`src/common/fp_pkg.sv`:
```
// Shared definitions for the half-precision adder
// Format widths, exponent bias and the all-ones exponent
// Bit positions in the packed word and in the total-form significand
// Effective operation type passed from decode to execute

package fp_pkg;

    ////////////////////
    // Packed format
    localparam int EXP_WIDTH  = 5;
    localparam int FRAC_WIDTH = 10;
    localparam int FP_WIDTH   = 1 + EXP_WIDTH + FRAC_WIDTH;

    // Total form: carry, lead, fraction, round
    localparam int SIG_WIDTH  = FRAC_WIDTH + 3;

    ////////////////////
    // Exponent encoding
    localparam int EXP_BIAS = (1 << (EXP_WIDTH - 1)) - 1;
    // All ones, reserved for infinity
    localparam int EXP_MAX  = 2 * EXP_BIAS + 1;

    ////////////////////
    // Packed word bit positions
    localparam int SIGN_IDX     = FP_WIDTH - 1;
    localparam int EXP_IDX_MSB  = FP_WIDTH - 2;
    localparam int EXP_IDX_LSB  = FRAC_WIDTH;
    localparam int FRAC_IDX_MSB = FRAC_WIDTH - 1;

    // Total-form bit positions
    localparam int CARRY_IDX = SIG_WIDTH - 1;
    localparam int LEAD_IDX  = SIG_WIDTH - 2;
    localparam int ROUND_IDX = 0;

    ////////////////////
    // Effective operation
    // Equal signs add magnitudes, opposite signs subtract them
    typedef enum logic {
        OP_ADD = 1'b0,
        OP_SUB = 1'b1
    } add_op_e;

endpackage

```
`src/fp_adder/fp_align.sv`:
```
// Decode stage of the adder
// Unpacks both operands into total form
// Orders them by magnitude, aligns and rounds the smaller one
// Works out the effective operation from the signs

module fp_align (
    input  logic                         clk_i,
    input  logic                         rst_i,
    input  logic [fp_pkg::FP_WIDTH-1:0]  fp_a_i,
    input  logic [fp_pkg::FP_WIDTH-1:0]  fp_b_i,
    input  logic                         valid_i,
    output logic                         big_sign_o,
    output logic [fp_pkg::EXP_WIDTH-1:0] big_exp_o,
    output logic [fp_pkg::SIG_WIDTH-1:0] big_sig_o,
    output logic [fp_pkg::SIG_WIDTH-1:0] small_sig_o,
    output fp_pkg::add_op_e              op_o,
    output logic                         valid_o
);
    import fp_pkg::*;

    ////////////////////
    // Input registers
    logic [FP_WIDTH-1:0] fp_a_r;
    logic [FP_WIDTH-1:0] fp_b_r;
    logic                valid_r;

    always_ff @(posedge clk_i) begin
        fp_a_r <= fp_a_i;
        fp_b_r <= fp_b_i;
        if (rst_i) begin
            valid_r <= 1'b0;
        end else begin
            valid_r <= valid_i;
        end
    end

    ////////////////////
    // Unpack helpers
    // Zero exponent means subnormal, effective exponent 1
    function automatic logic [EXP_WIDTH-1:0] eff_exp(input logic [FP_WIDTH-1:0] fp);
        logic [EXP_WIDTH-1:0] raw;
        raw = fp[EXP_IDX_MSB:EXP_IDX_LSB];
        return (raw == '0) ? EXP_WIDTH'(1) : raw;
    endfunction

    // Carry and round bits start out clear
    function automatic logic [SIG_WIDTH-1:0] total_sig(input logic [FP_WIDTH-1:0] fp);
        logic lead;
        lead = |fp[EXP_IDX_MSB:EXP_IDX_LSB];
        return {1'b0, lead, fp[FRAC_IDX_MSB:0], 1'b0};
    endfunction

    ////////////////////
    // Order and align
    logic [EXP_WIDTH-1:0] a_exp;
    logic [EXP_WIDTH-1:0] b_exp;
    logic [SIG_WIDTH-1:0] a_sig;
    logic [SIG_WIDTH-1:0] b_sig;
    logic                 swap;
    logic [EXP_WIDTH-1:0] small_exp;
    logic [SIG_WIDTH-1:0] small_sig;
    logic [EXP_WIDTH-1:0] exp_diff;
    logic [SIG_WIDTH-1:0] shifted;

    always_comb begin
        a_exp = eff_exp(fp_a_r);
        b_exp = eff_exp(fp_b_r);
        a_sig = total_sig(fp_a_r);
        b_sig = total_sig(fp_b_r);
        // Exponent first, significand breaks the tie
        swap = (b_exp > a_exp) || ((b_exp == a_exp) && (b_sig > a_sig));

        big_sign_o = swap ? fp_b_r[SIGN_IDX] : fp_a_r[SIGN_IDX];
        big_exp_o  = swap ? b_exp : a_exp;
        big_sig_o  = swap ? b_sig : a_sig;
        small_exp  = swap ? a_exp : b_exp;
        small_sig  = swap ? a_sig : b_sig;

        // Bits below the round position fall off
        exp_diff = big_exp_o - small_exp;
        if (exp_diff > EXP_WIDTH'(FRAC_WIDTH + 1)) begin
            shifted = '0;
        end else begin
            shifted = small_sig >> exp_diff;
        end

        // Half-up on the round bit
        small_sig_o = shifted + SIG_WIDTH'(shifted[ROUND_IDX]);
    end

    assign op_o    = (fp_a_r[SIGN_IDX] == fp_b_r[SIGN_IDX]) ? OP_ADD : OP_SUB;
    assign valid_o = valid_r;

    // Execute relies on this ordering for a non-negative difference
    // Packed magnitudes order the same way as the values
    a_big_first: assert property (@(posedge clk_i) disable iff (rst_i)
        valid_r |-> (swap ? (fp_b_r[EXP_IDX_MSB:0] >= fp_a_r[EXP_IDX_MSB:0])
                          : (fp_a_r[EXP_IDX_MSB:0] >= fp_b_r[EXP_IDX_MSB:0])));

endmodule

```
`src/fp_adder/fp_add_core.sv`:
```
// Execute stage of the adder
// Sign-magnitude add or subtract of the aligned significands
// Result keeps the larger operand's sign and exponent

module fp_add_core (
    input  logic                         clk_i,
    input  logic                         rst_i,
    input  logic                         big_sign_i,
    input  logic [fp_pkg::EXP_WIDTH-1:0] big_exp_i,
    input  logic [fp_pkg::SIG_WIDTH-1:0] big_sig_i,
    input  logic [fp_pkg::SIG_WIDTH-1:0] small_sig_i,
    input  fp_pkg::add_op_e              op_i,
    input  logic                         valid_i,
    output logic                         res_sign_o,
    output logic [fp_pkg::EXP_WIDTH-1:0] res_exp_o,
    output logic [fp_pkg::SIG_WIDTH:0]   res_sig_o,
    output logic                         valid_o
);
    import fp_pkg::*;

    ////////////////////
    // Input registers
    logic                 big_sign_r;
    logic [EXP_WIDTH-1:0] big_exp_r;
    logic [SIG_WIDTH-1:0] big_sig_r;
    logic [SIG_WIDTH-1:0] small_sig_r;
    add_op_e              op_r;
    logic                 valid_r;

    always_ff @(posedge clk_i) begin
        big_sign_r  <= big_sign_i;
        big_exp_r   <= big_exp_i;
        big_sig_r   <= big_sig_i;
        small_sig_r <= small_sig_i;
        op_r        <= op_i;
        if (rst_i) begin
            valid_r <= 1'b0;
        end else begin
            valid_r <= valid_i;
        end
    end

    ////////////////////
    // Magnitude add or subtract
    logic [SIG_WIDTH:0] sum;

    always_comb begin
        if (op_r == OP_ADD) begin
            sum = {1'b0, big_sig_r} + {1'b0, small_sig_r};
        end else begin
            // Larger minus smaller, never negative
            sum = {1'b0, big_sig_r} - {1'b0, small_sig_r};
        end
    end

    // Exact cancellation gives +0
    assign res_sign_o = ((op_r == OP_SUB) && (sum == '0)) ? 1'b0 : big_sign_r;
    assign res_exp_o  = big_exp_r;
    assign res_sig_o  = sum;
    assign valid_o    = valid_r;

    // Ordering from decode must survive its alignment and rounding
    a_sub_order: assert property (@(posedge clk_i) disable iff (rst_i)
        (valid_r && (op_r == OP_SUB)) |-> (big_sig_r >= small_sig_r));

endmodule

```
`src/fp_adder/fp_normalize.sv`:
```
// Result stage of the adder
// Normalizes the raw sum, right by one or left by leading-one search
// Rounds half-up on the round bit
// Flushes underflow to +0, saturates overflow to signed infinity, packs

module fp_normalize (
    input  logic                         clk_i,
    input  logic                         rst_i,
    input  logic                         res_sign_i,
    input  logic [fp_pkg::EXP_WIDTH-1:0] res_exp_i,
    input  logic [fp_pkg::SIG_WIDTH:0]   res_sig_i,
    input  logic                         valid_i,
    output logic [fp_pkg::FP_WIDTH-1:0]  fp_o,
    output logic                         valid_o
);
    import fp_pkg::*;

    ////////////////////
    // Input registers
    logic                 sign_r;
    logic [EXP_WIDTH-1:0] exp_r;
    logic [SIG_WIDTH:0]   sig_r;
    logic                 valid_r;

    always_ff @(posedge clk_i) begin
        sign_r <= res_sign_i;
        exp_r  <= res_exp_i;
        sig_r  <= res_sig_i;
        if (rst_i) begin
            valid_r <= 1'b0;
        end else begin
            valid_r <= valid_i;
        end
    end

    ////////////////////
    // Normalize
    int                     lead_pos;
    int                     lshift;
    logic                   zero_res;
    logic [EXP_WIDTH+1:0]   norm_exp;
    logic [SIG_WIDTH-1:0]   norm_sig;
    // Rounded mantissa: carry out, lead, fraction
    logic [FRAC_WIDTH+1:0]  mant;
    logic [EXP_WIDTH+1:0]   rnd_exp;
    logic [FP_WIDTH-1:0]    fp_res;

    always_comb begin
        // Highest set bit at or below the lead position
        lead_pos = 0;
        for (int i = 0; i <= LEAD_IDX; i++) begin
            if (sig_r[i]) begin
                lead_pos = i;
            end
        end
        lshift = LEAD_IDX - lead_pos;

        zero_res = 1'b0;
        norm_exp = {2'b00, exp_r};
        norm_sig = sig_r[SIG_WIDTH-1:0];
        if (|sig_r[SIG_WIDTH:CARRY_IDX]) begin
            // Carry out of the add, one step right
            norm_sig = sig_r[SIG_WIDTH:1];
            norm_exp = norm_exp + 1'b1;
        end else if ((sig_r == '0) || (lshift >= int'(exp_r))) begin
            // Zero, or exponent would drop below 1
            zero_res = 1'b1;
        end else begin
            norm_sig = sig_r[SIG_WIDTH-1:0] << lshift;
            norm_exp = norm_exp - (EXP_WIDTH + 2)'(lshift);
        end

        ////////////////////
        // Round half-up
        mant    = {1'b0, norm_sig[LEAD_IDX:1]} + (FRAC_WIDTH + 2)'(norm_sig[ROUND_IDX]);
        rnd_exp = norm_exp;
        if (mant[FRAC_WIDTH+1]) begin
            // All-ones mantissa rolled over
            mant    = mant >> 1;
            rnd_exp = rnd_exp + 1'b1;
        end

        ////////////////////
        // Pack
        if (zero_res) begin
            fp_res = '0;
        end else if (rnd_exp >= (EXP_WIDTH + 2)'(EXP_MAX)) begin
            // Out of range, signed infinity
            fp_res = {sign_r, EXP_WIDTH'(EXP_MAX), {FRAC_WIDTH{1'b0}}};
        end else begin
            // Lead bit stays hidden
            fp_res = {sign_r, rnd_exp[EXP_WIDTH-1:0], mant[FRAC_WIDTH-1:0]};
        end
    end

    assign fp_o    = fp_res;
    assign valid_o = valid_r;

    // Strobe must be clean once the whole chain has left reset
    a_valid_known: assert property (@(posedge clk_i) disable iff (rst_i)
        !$isunknown(valid_o));

endmodule

```
`src/fp_adder/fp_adder_top.sv`:
```
// Top level of the three-stage half-precision adder
// Decode, execute and result stages in a chain
// Fixed latency of three cycles, one pair accepted per cycle

module fp_adder_top (
    input  logic                        clk_i,
    input  logic                        rst_i,
    input  logic [fp_pkg::FP_WIDTH-1:0] fp_a_i,
    input  logic [fp_pkg::FP_WIDTH-1:0] fp_b_i,
    input  logic                        valid_i,
    output logic [fp_pkg::FP_WIDTH-1:0] fp_o,
    output logic                        valid_o
);
    import fp_pkg::*;

    ////////////////////
    // Decode to execute
    logic                 big_sign;
    logic [EXP_WIDTH-1:0] big_exp;
    logic [SIG_WIDTH-1:0] big_sig;
    logic [SIG_WIDTH-1:0] small_sig;
    add_op_e              op;
    logic                 align_valid;

    // Execute to result
    logic                 res_sign;
    logic [EXP_WIDTH-1:0] res_exp;
    logic [SIG_WIDTH:0]   res_sig;
    logic                 core_valid;

    fp_align i_fp_align (
        .clk_i       (clk_i),
        .rst_i       (rst_i),
        .fp_a_i      (fp_a_i),
        .fp_b_i      (fp_b_i),
        .valid_i     (valid_i),
        .big_sign_o  (big_sign),
        .big_exp_o   (big_exp),
        .big_sig_o   (big_sig),
        .small_sig_o (small_sig),
        .op_o        (op),
        .valid_o     (align_valid)
    );

    fp_add_core i_fp_add_core (
        .clk_i       (clk_i),
        .rst_i       (rst_i),
        .big_sign_i  (big_sign),
        .big_exp_i   (big_exp),
        .big_sig_i   (big_sig),
        .small_sig_i (small_sig),
        .op_i        (op),
        .valid_i     (align_valid),
        .res_sign_o  (res_sign),
        .res_exp_o   (res_exp),
        .res_sig_o   (res_sig),
        .valid_o     (core_valid)
    );

    fp_normalize i_fp_normalize (
        .clk_i      (clk_i),
        .rst_i      (rst_i),
        .res_sign_i (res_sign),
        .res_exp_i  (res_exp),
        .res_sig_i  (res_sig),
        .valid_i    (core_valid),
        .fp_o       (fp_o),
        .valid_o    (valid_o)
    );

endmodule

```
`config.mk`:
```
export PLATFORM = sky130hd
export DESIGN_NAME = fp_adder_top
export DESIGN_NICKNAME = d
export VERILOG_FILES = /design/src/common/fp_pkg.sv /design/src/fp_adder/fp_align.sv /design/src/fp_adder/fp_add_core.sv /design/src/fp_adder/fp_normalize.sv /design/src/fp_adder/fp_adder_top.sv
export SDC_FILE = /design/constraint.sdc
export NUM_CORES = 1
export LEC_CHECK = 0
export BUFFER_PORTS_ARGS = -buffer_cell sky130_fd_sc_hd__buf_2
export CELL_PAD_IN_SITES_DETAIL_PLACEMENT = 1
export CELL_PAD_IN_SITES_GLOBAL_PLACEMENT = 2
export CORE_MARGIN = 2
export CORE_UTILIZATION = 40
export DETAILED_ROUTE_END_ITERATION = 10
export GPL_TIMING_DRIVEN = 0
export PLACE_DENSITY_LB_ADDON = 0.25
export SYNTH_ARGS = -nofsm -noshare
export SYNTH_HDL_FRONTEND = slang
export SYNTH_HIERARCHICAL = 1
export SYNTH_SLANG_ARGS = --single-unit
```
`constraint.sdc`:
```
create_clock -name clk_i -period 13.2 [get_ports clk_i]
set_input_delay 1.32 -clock clk_i [delete_from_list [all_inputs] [get_ports clk_i]]
set_output_delay 1.32 -clock clk_i [all_outputs]
set_load 0.1 [all_outputs]
```
Word level (Yosys, flattened, before mapping)
Index checks and enable logic that the tools add are counted.
{"block": "classes", "reduce_logical": 11, "add_sub_neg": 9, "mux": 31, "shifts": 2, "eq_ne": 2, "n_lt_le_gt_ge": 5}
{"cell": "$mux 12", "n": 4}
{"cell": "$ge 32x6->1", "n": 1}
{"cell": "$shl 13x32->12", "n": 1}
{"cell": "$logic_not 14->1", "n": 2}
{"cell": "$mux 7", "n": 3}
{"cell": "$mux 5", "n": 4}
{"cell": "$mux 16", "n": 1}
{"cell": "$mux 4", "n": 4}
{"cell": "$mux 15", "n": 1}
{"cell": "$add 12x13->14", "n": 1}
{"cell": "$mux 14", "n": 1}
{"cell": "$sub 12x13->14", "n": 1}
{"cell": "$add 13x1->13", "n": 1}
{"cell": "$mux 13", "n": 1}
{"cell": "$shr 13x5->13", "n": 1}
{"cell": "$add 11x1->12", "n": 1}
{"cell": "$gt 12x12->1", "n": 1}
{"cell": "$mux 3", "n": 4}
{"cell": "$logic_not 5->1", "n": 2}
{"cell": "$mux 10", "n": 1}
{"cell": "$reduce_or 5->1", "n": 2}
{"cell": "$add 7x1->7 const B", "n": 1}
{"cell": "$ge 7x5->1 const B", "n": 1}
{"cell": "$sub 5x7->7", "n": 1}
{"cell": "other kinds (12)", "n": 19}
{"block": "word_totals", "input_bits": 35, "word_cells": 73, "out_inout_bits": 17, "register_bits": 87}

Logic depth before layout (Yosys ltp)
{"block": "logic_depth", "depth_word": 21, "mapped_depth": 24, "ltp_nobuf": 21}

Cells and area by module
The synthesis kept the hierarchy.
{"module": "fp_align", "seq_area_each_um2": 660.6, "area_each_um2": 3014.1, "cells_per_inst": 380, "n_inst": 1}
{"module": "fp_normalize", "seq_area_each_um2": 420.4, "area_each_um2": 2626.3, "cells_per_inst": 347, "n_inst": 1}
{"module": "fp_add_core", "seq_area_each_um2": 680.7, "area_each_um2": 1630.3, "cells_per_inst": 167, "n_inst": 1}

Worst setup path before layout
OpenSTA, ideal clock, no wires.
{"block": "synth_timing", "path_kind": "reg2out", "start": "reg i_fp_normalize.sig_r[9]", "end": "out fp_o[4] (netlist name)", "n_path_buf": 2, "setup_slack_ns": 6.280, "path_stages_with_launch": 21, "arrival_time_ns": 5.600, "required_time_ns": 11.880, "path_cell_list": "dfxtp_1 buf_6 nor4_4 inv_2 nor2_4 ha_1 clkbuf_1 inv_1 ha_1 nand2_1 nor2b_1 a21oi_2 nand2_1 nor3_1 a21oi_1 o21ai_0 ha_1 nand3_2 nor4_4 or3_1 nor3_1"}
{"block": "synth_via", "elab_chain_len": 13}
{"element": "start: declaration", "line_no": "fp_normalize.sv:22", "text": "logic [SIG_WIDTH:0] sig_r;"}
{"element": "start signal: assignment", "line_no": "fp_normalize.sv:28", "text": "sig_r <= res_sig_i;"}
{"element": "$mux 4 (3 in a row)", "line_no": "fp_normalize.sv:52", "text": "if (sig_r[i]) begin"}
{"element": "$sub 4x4->5", "line_no": "fp_normalize.sv:56", "text": "lshift = LEAD_IDX - lead_pos;"}
{"element": "$ge 32x6->1", "line_no": "fp_normalize.sv:65", "text": "end else if ((sig_r == '0) || (lshift >= int'(exp_r))) begin"}
{"element": "$logic_or 1x1->1", "line_no": "fp_normalize.sv:65"}
{"element": "$mux 12 / $mux 7 (equally long branches)", "line_no": "fp_normalize.sv:65"}
{"element": "$mux 12 / $mux 7 (equally long branches)", "line_no": "fp_normalize.sv:61", "text": "if (|sig_r[SIG_WIDTH:CARRY_IDX]) begin"}
{"element": "$add 11x1->12 / $add 7x1->7 (equally long branches)", "line_no": "fp_normalize.sv:75, fp_normalize.sv:80"}
{"element": "$mux 7", "line_no": "fp_normalize.sv:77", "text": "if (mant[FRAC_WIDTH+1]) begin"}
{"element": "$ge 7x5->1", "line_no": "fp_normalize.sv:87", "text": "end else if (rnd_exp >= (EXP_WIDTH + 2)'(EXP_MAX)) begin"}
{"element": "$mux 15", "line_no": "fp_normalize.sv:87"}
{"element": "$mux 16 *", "line_no": "fp_normalize.sv:85", "text": "if (zero_res) begin"}
{"element": "end: declaration", "line_no": "fp_adder_top.sv:11", "text": "output logic [fp_pkg::FP_WIDTH-1:0] fp_o,"}
Every way passes the cells marked *; elsewhere a longest branch is shown, timed or not.

Worst setup path after layout
{"block": "layout_timing", "start": "reg i_fp_normalize.sig_r[8]", "end": "out fp_o[5] (netlist name)"}
{"block": "layout_via", "elab_chain_len": 14}
{"element": "$mux 4 (4 in a row)", "line_no": "fp_normalize.sv:52"}
{"element": "$sub 4x4->5", "line_no": "fp_normalize.sv:56"}
{"element": "$ge 32x6->1", "line_no": "fp_normalize.sv:65"}
{"element": "$logic_or 1x1->1", "line_no": "fp_normalize.sv:65"}
{"element": "$mux 12 / $mux 7 (equally long branches)", "line_no": "fp_normalize.sv:65"}
{"element": "$mux 12 / $mux 7 (equally long branches)", "line_no": "fp_normalize.sv:61"}
{"element": "$add 11x1->12 / $add 7x1->7 (equally long branches)", "line_no": "fp_normalize.sv:75, fp_normalize.sv:80"}
{"element": "$mux 7", "line_no": "fp_normalize.sv:77"}
{"element": "$ge 7x5->1", "line_no": "fp_normalize.sv:87"}
{"element": "$mux 15", "line_no": "fp_normalize.sv:87"}
{"element": "$mux 16 *", "line_no": "fp_normalize.sv:85"}
Marked as above.

==> reports/metrics.yaml <==
status: "finished, final reports clean"
most_frequent_cells_after_synthesis: "94 x sky130_fd_sc_hd__nand2_1, 88 x sky130_fd_sc_hd__dfxtp_1, 62 x sky130_fd_sc_hd__nor2_1"
yosysMostFrequentCell: "sky130_fd_sc_hd__nand2_1"
h-tree-depth: 3
hold_fix_buffer_count_after_cts: 0
relative_slew_slack: 0.359
max_freq_ghz: 0.140
postSynthAreaPerCell_um2: 8.13
buffer_cell_driving_the_clock_tree_root: "sky130_fd_sc_hd__clkbuf_16"
flow.area_growth_from_synthesis_pct: 11.8
timing.critical_path.to: "fp_o[5]"
critical_path.startpoint_type: "flip-flop"
arrival_time_reported_for_the_critical_path_endpoint_ps: 5820
drive_gt1_frac: 0.171
synth-async-reset-ratio: 0
critical_path.reg2reg.endpoint: "i_fp_add_core/small_sig_r[10]"
reg2reg_from: "i_fp_align/fp_a_r[12]"
antenna_found_initial: 0
core-area_um2: 17900
synth-seq-cells: 88
dr_total_vias: 7015
std_cell_rows: 49
synth.area.top_cells: "sky130_fd_sc_hd__dfxtp_1 24%, sky130_fd_sc_hd__ha_1 8.1%, sky130_fd_sc_hd__nand2_1 4.9%"
dominantRegCellSynth: "sky130_fd_sc_hd__dfxtp_1"
netlist_instances: 894
reg2reg_setup_slack_ps: 6140
drt-initial-drc-count: 405
setup-violations-final: 0
post_synth_num_cell_types: 109
grt_remaining_overflow: 0
grt_max_degree: 16
clock_slew_seen_by_the_registers_of_the_worst_setup_and_hold_paths_ps: 70
worstSkewPairLatency_ps: 350
grt_use_total: 0.244
wire_length_of_the_first_global_routing_pass_um: 37800
drt.antenna.violating_nets: 0
initial_standard_cell_utilization_of_the_core: 0.406
yosys.area.top_type: "sky130_fd_sc_hd__dfxtp_1"
viasPerCell: 5.89
ff_latch_area_um2: 1760
cts_resized: 0
nNetsFinal: 1042
detail_route.wirelength_um: 23300
num-fill-cells: 2221
drv.max_cap_violation_count: 0
number_of_global_route_vias_before_repair: 7226
hold_path_class: "flip-flop to flip-flop"
place_ws_ps: 6330
fp.dieH_um: 139
first_pass_iters: 5
setup_ws_ps: 6060
synth_sequential_area_ratio: 0.242
finalHoldViolations: 0
worst-setup-path-type: "flip-flop to output port"
finalWorstPathRequiredPeriod_ps: 7140
number_of_buffers_on_the_longest_clock_path: 2
routedWlPerCell_um: 19.5
path_max_fanout: 9
post-route-drc-count: 0
synth-edff-count: 0
io_count: 52
worstMarginPinSlew_ps: 955
port_buffers: 51
clock_tree_from_tritoncts: "yes"
synthesis.yosys.warnings: 6
place.gp.congestion: 0.893
synth_top_area_frac: 0.242
timing.reg2reg.worst_path_depth: 23
finalSetupTns_ps: 0
startpoint: "i_fp_normalize/sig_r[8]"
cts_setup_buffers: 0
place_hpwl_um: 18500
worst_clock_skew_ps: 4.32
setup_repair_after_global_routing_missed_its_margin: "false"
die-width_um: 139
area_of_the_die_um2: 19300
multiInputGateArea_um2: 5070
timing.final.max_slew_violations: 0
syn_std_cell_area_um2: 7270
numCtsBuffers: 9
n_antenna_cell: 0
post-route-period-util: 0.541
endpoint_kind: "output port"
clock_sinks: 88
required_ps: 11880
cell type report:
class,count,share of cell area
Multi-Input combinational cell,718,0.624
Sequential cell,88,0.217
Tap cell,229,0.0353
Timing Repair Buffer,51,0.0314
Buffer,39,0.0313
Clock buffer,11,0.0299
Inverter,51,0.0239
Clock inverter,5,0.00785
routing by layer:
metal | vias up | GRT usage | share of wire
li1 | 3421 | - | -
met1 | 3361 | 0.289 | 0.43
met2 | 181 | 0.438 | 0.50
met3 | 52 | 0.0321 | 0.036
met4 | 0 | 0.113 | 0.041
met5 | - | 0 | 0
kinds of logic after synthesis:
family,after synthesis,share of synthesized area
AND/OR/NAND/NOR,340,0.257
AO/OA/AOI/OAI,245,0.247
buffers and inverters,90,0.0616
flip-flops,88,0.242
adder cells (fa/ha/maj),50,0.0878
XOR/XNOR,48,0.0578
multiplexers,32,0.0458
other,1,0.000516
per-stage QoR:
step | std cells | cell area, um2 | util | hold slack (ps)
after detailed placement | 1176 | 7820 | 0.437 | 313
after CTS | 1192 | 8130 | 0.454 | 329
after global routing | 1192 | 8130 | 0.454 | 331
after global placement | 1176 | 7820 | 0.437 | 311
final | 1192 | 8130 | 0.454 | 329
after floorplan | 896 | 7280 | - | 310
registers in the layout, summed over array words and instances, names as in the netlist, 5 cells and up:
name / cells
i_fp_align/fp_a_r: 16
i_fp_normalize/exp_r: 5
i_fp_add_core/small_sig_r: 13
i_fp_normalize/sig_r: 14
i_fp_align/fp_b_r: 16
i_fp_add_core/big_sig_r: 13
i_fp_add_core/res_exp_o: 5
worst max-delay path, cell delays in order, from the launching register on:
cell and delay, ps:
sky130_fd_sc_hd__dfxtp_1 300, sky130_fd_sc_hd__buf_4 170, sky130_fd_sc_hd__nor4_4 320, sky130_fd_sc_hd__inv_2 110, sky130_fd_sc_hd__nor2_4 220, sky130_fd_sc_hd__ha_1 220
sky130_fd_sc_hd__clkbuf_1 360, sky130_fd_sc_hd__inv_1 160, sky130_fd_sc_hd__ha_1 400, sky130_fd_sc_hd__nand2_1 110, sky130_fd_sc_hd__nor2b_1 90, sky130_fd_sc_hd__a21oi_2 500
sky130_fd_sc_hd__nand2_1 110, sky130_fd_sc_hd__nor3_1 150, sky130_fd_sc_hd__a21oi_1 50, sky130_fd_sc_hd__o21ai_0 220, sky130_fd_sc_hd__ha_1 230, sky130_fd_sc_hd__nand3_2 170
sky130_fd_sc_hd__nor4_4 530, sky130_fd_sc_hd__and4_4 340, sky130_fd_sc_hd__o22ai_4 90, sky130_fd_sc_hd__a21oi_1 140, sky130_fd_sc_hd__buf_2 440
worst min path at each step:
stage / from / end / slack, ps / cells after the start
2_1_floorplan: i_fp_add_core/res_exp_o[0] / i_fp_normalize/exp_r[0] / 310 / 0
3_3_place_gp: i_fp_add_core/res_exp_o[4] / i_fp_normalize/exp_r[4] / 310 / 0
3_5_place_dp: i_fp_add_core/res_exp_o[3] / i_fp_normalize/exp_r[3] / 310 / 0
4_1_cts: i_fp_add_core/res_exp_o[3] / i_fp_normalize/exp_r[3] / 330 / 0
5_1_grt: i_fp_add_core/res_exp_o[3] / i_fp_normalize/exp_r[3] / 330 / 0
6_report: i_fp_add_core/res_exp_o[3] / i_fp_normalize/exp_r[3] / 330 / 0
cells in the final DEF, fill, tap and decap left out, types with 17 or more instances in the layout:
master | Yosys | final
sky130_fd_sc_hd__mux2i_1 | 25 | 25
sky130_fd_sc_hd__nand3_1 | 30 | 30
sky130_fd_sc_hd__nand2_1 | 94 | 94
sky130_fd_sc_hd__xor2_1 | 17 | 17
sky130_fd_sc_hd__buf_2 | 11 | 62
sky130_fd_sc_hd__nor4_1 | 17 | 17
sky130_fd_sc_hd__inv_1 | 47 | 47
sky130_fd_sc_hd__nor2_1 | 62 | 62
sky130_fd_sc_hd__dfxtp_1 | 88 | 88
sky130_fd_sc_hd__xnor2_1 | 31 | 31
sky130_fd_sc_hd__o21ai_0 | 38 | 38
sky130_fd_sc_hd__a21oi_1 | 55 | 55
sky130_fd_sc_hd__ha_1 | 47 | 47
sky130_fd_sc_hd__nor3_1 | 32 | 32
Power is left out: the tool's default activity adds up to more than one toggle a clock period on the data nets, which glitch-free logic cannot reach.
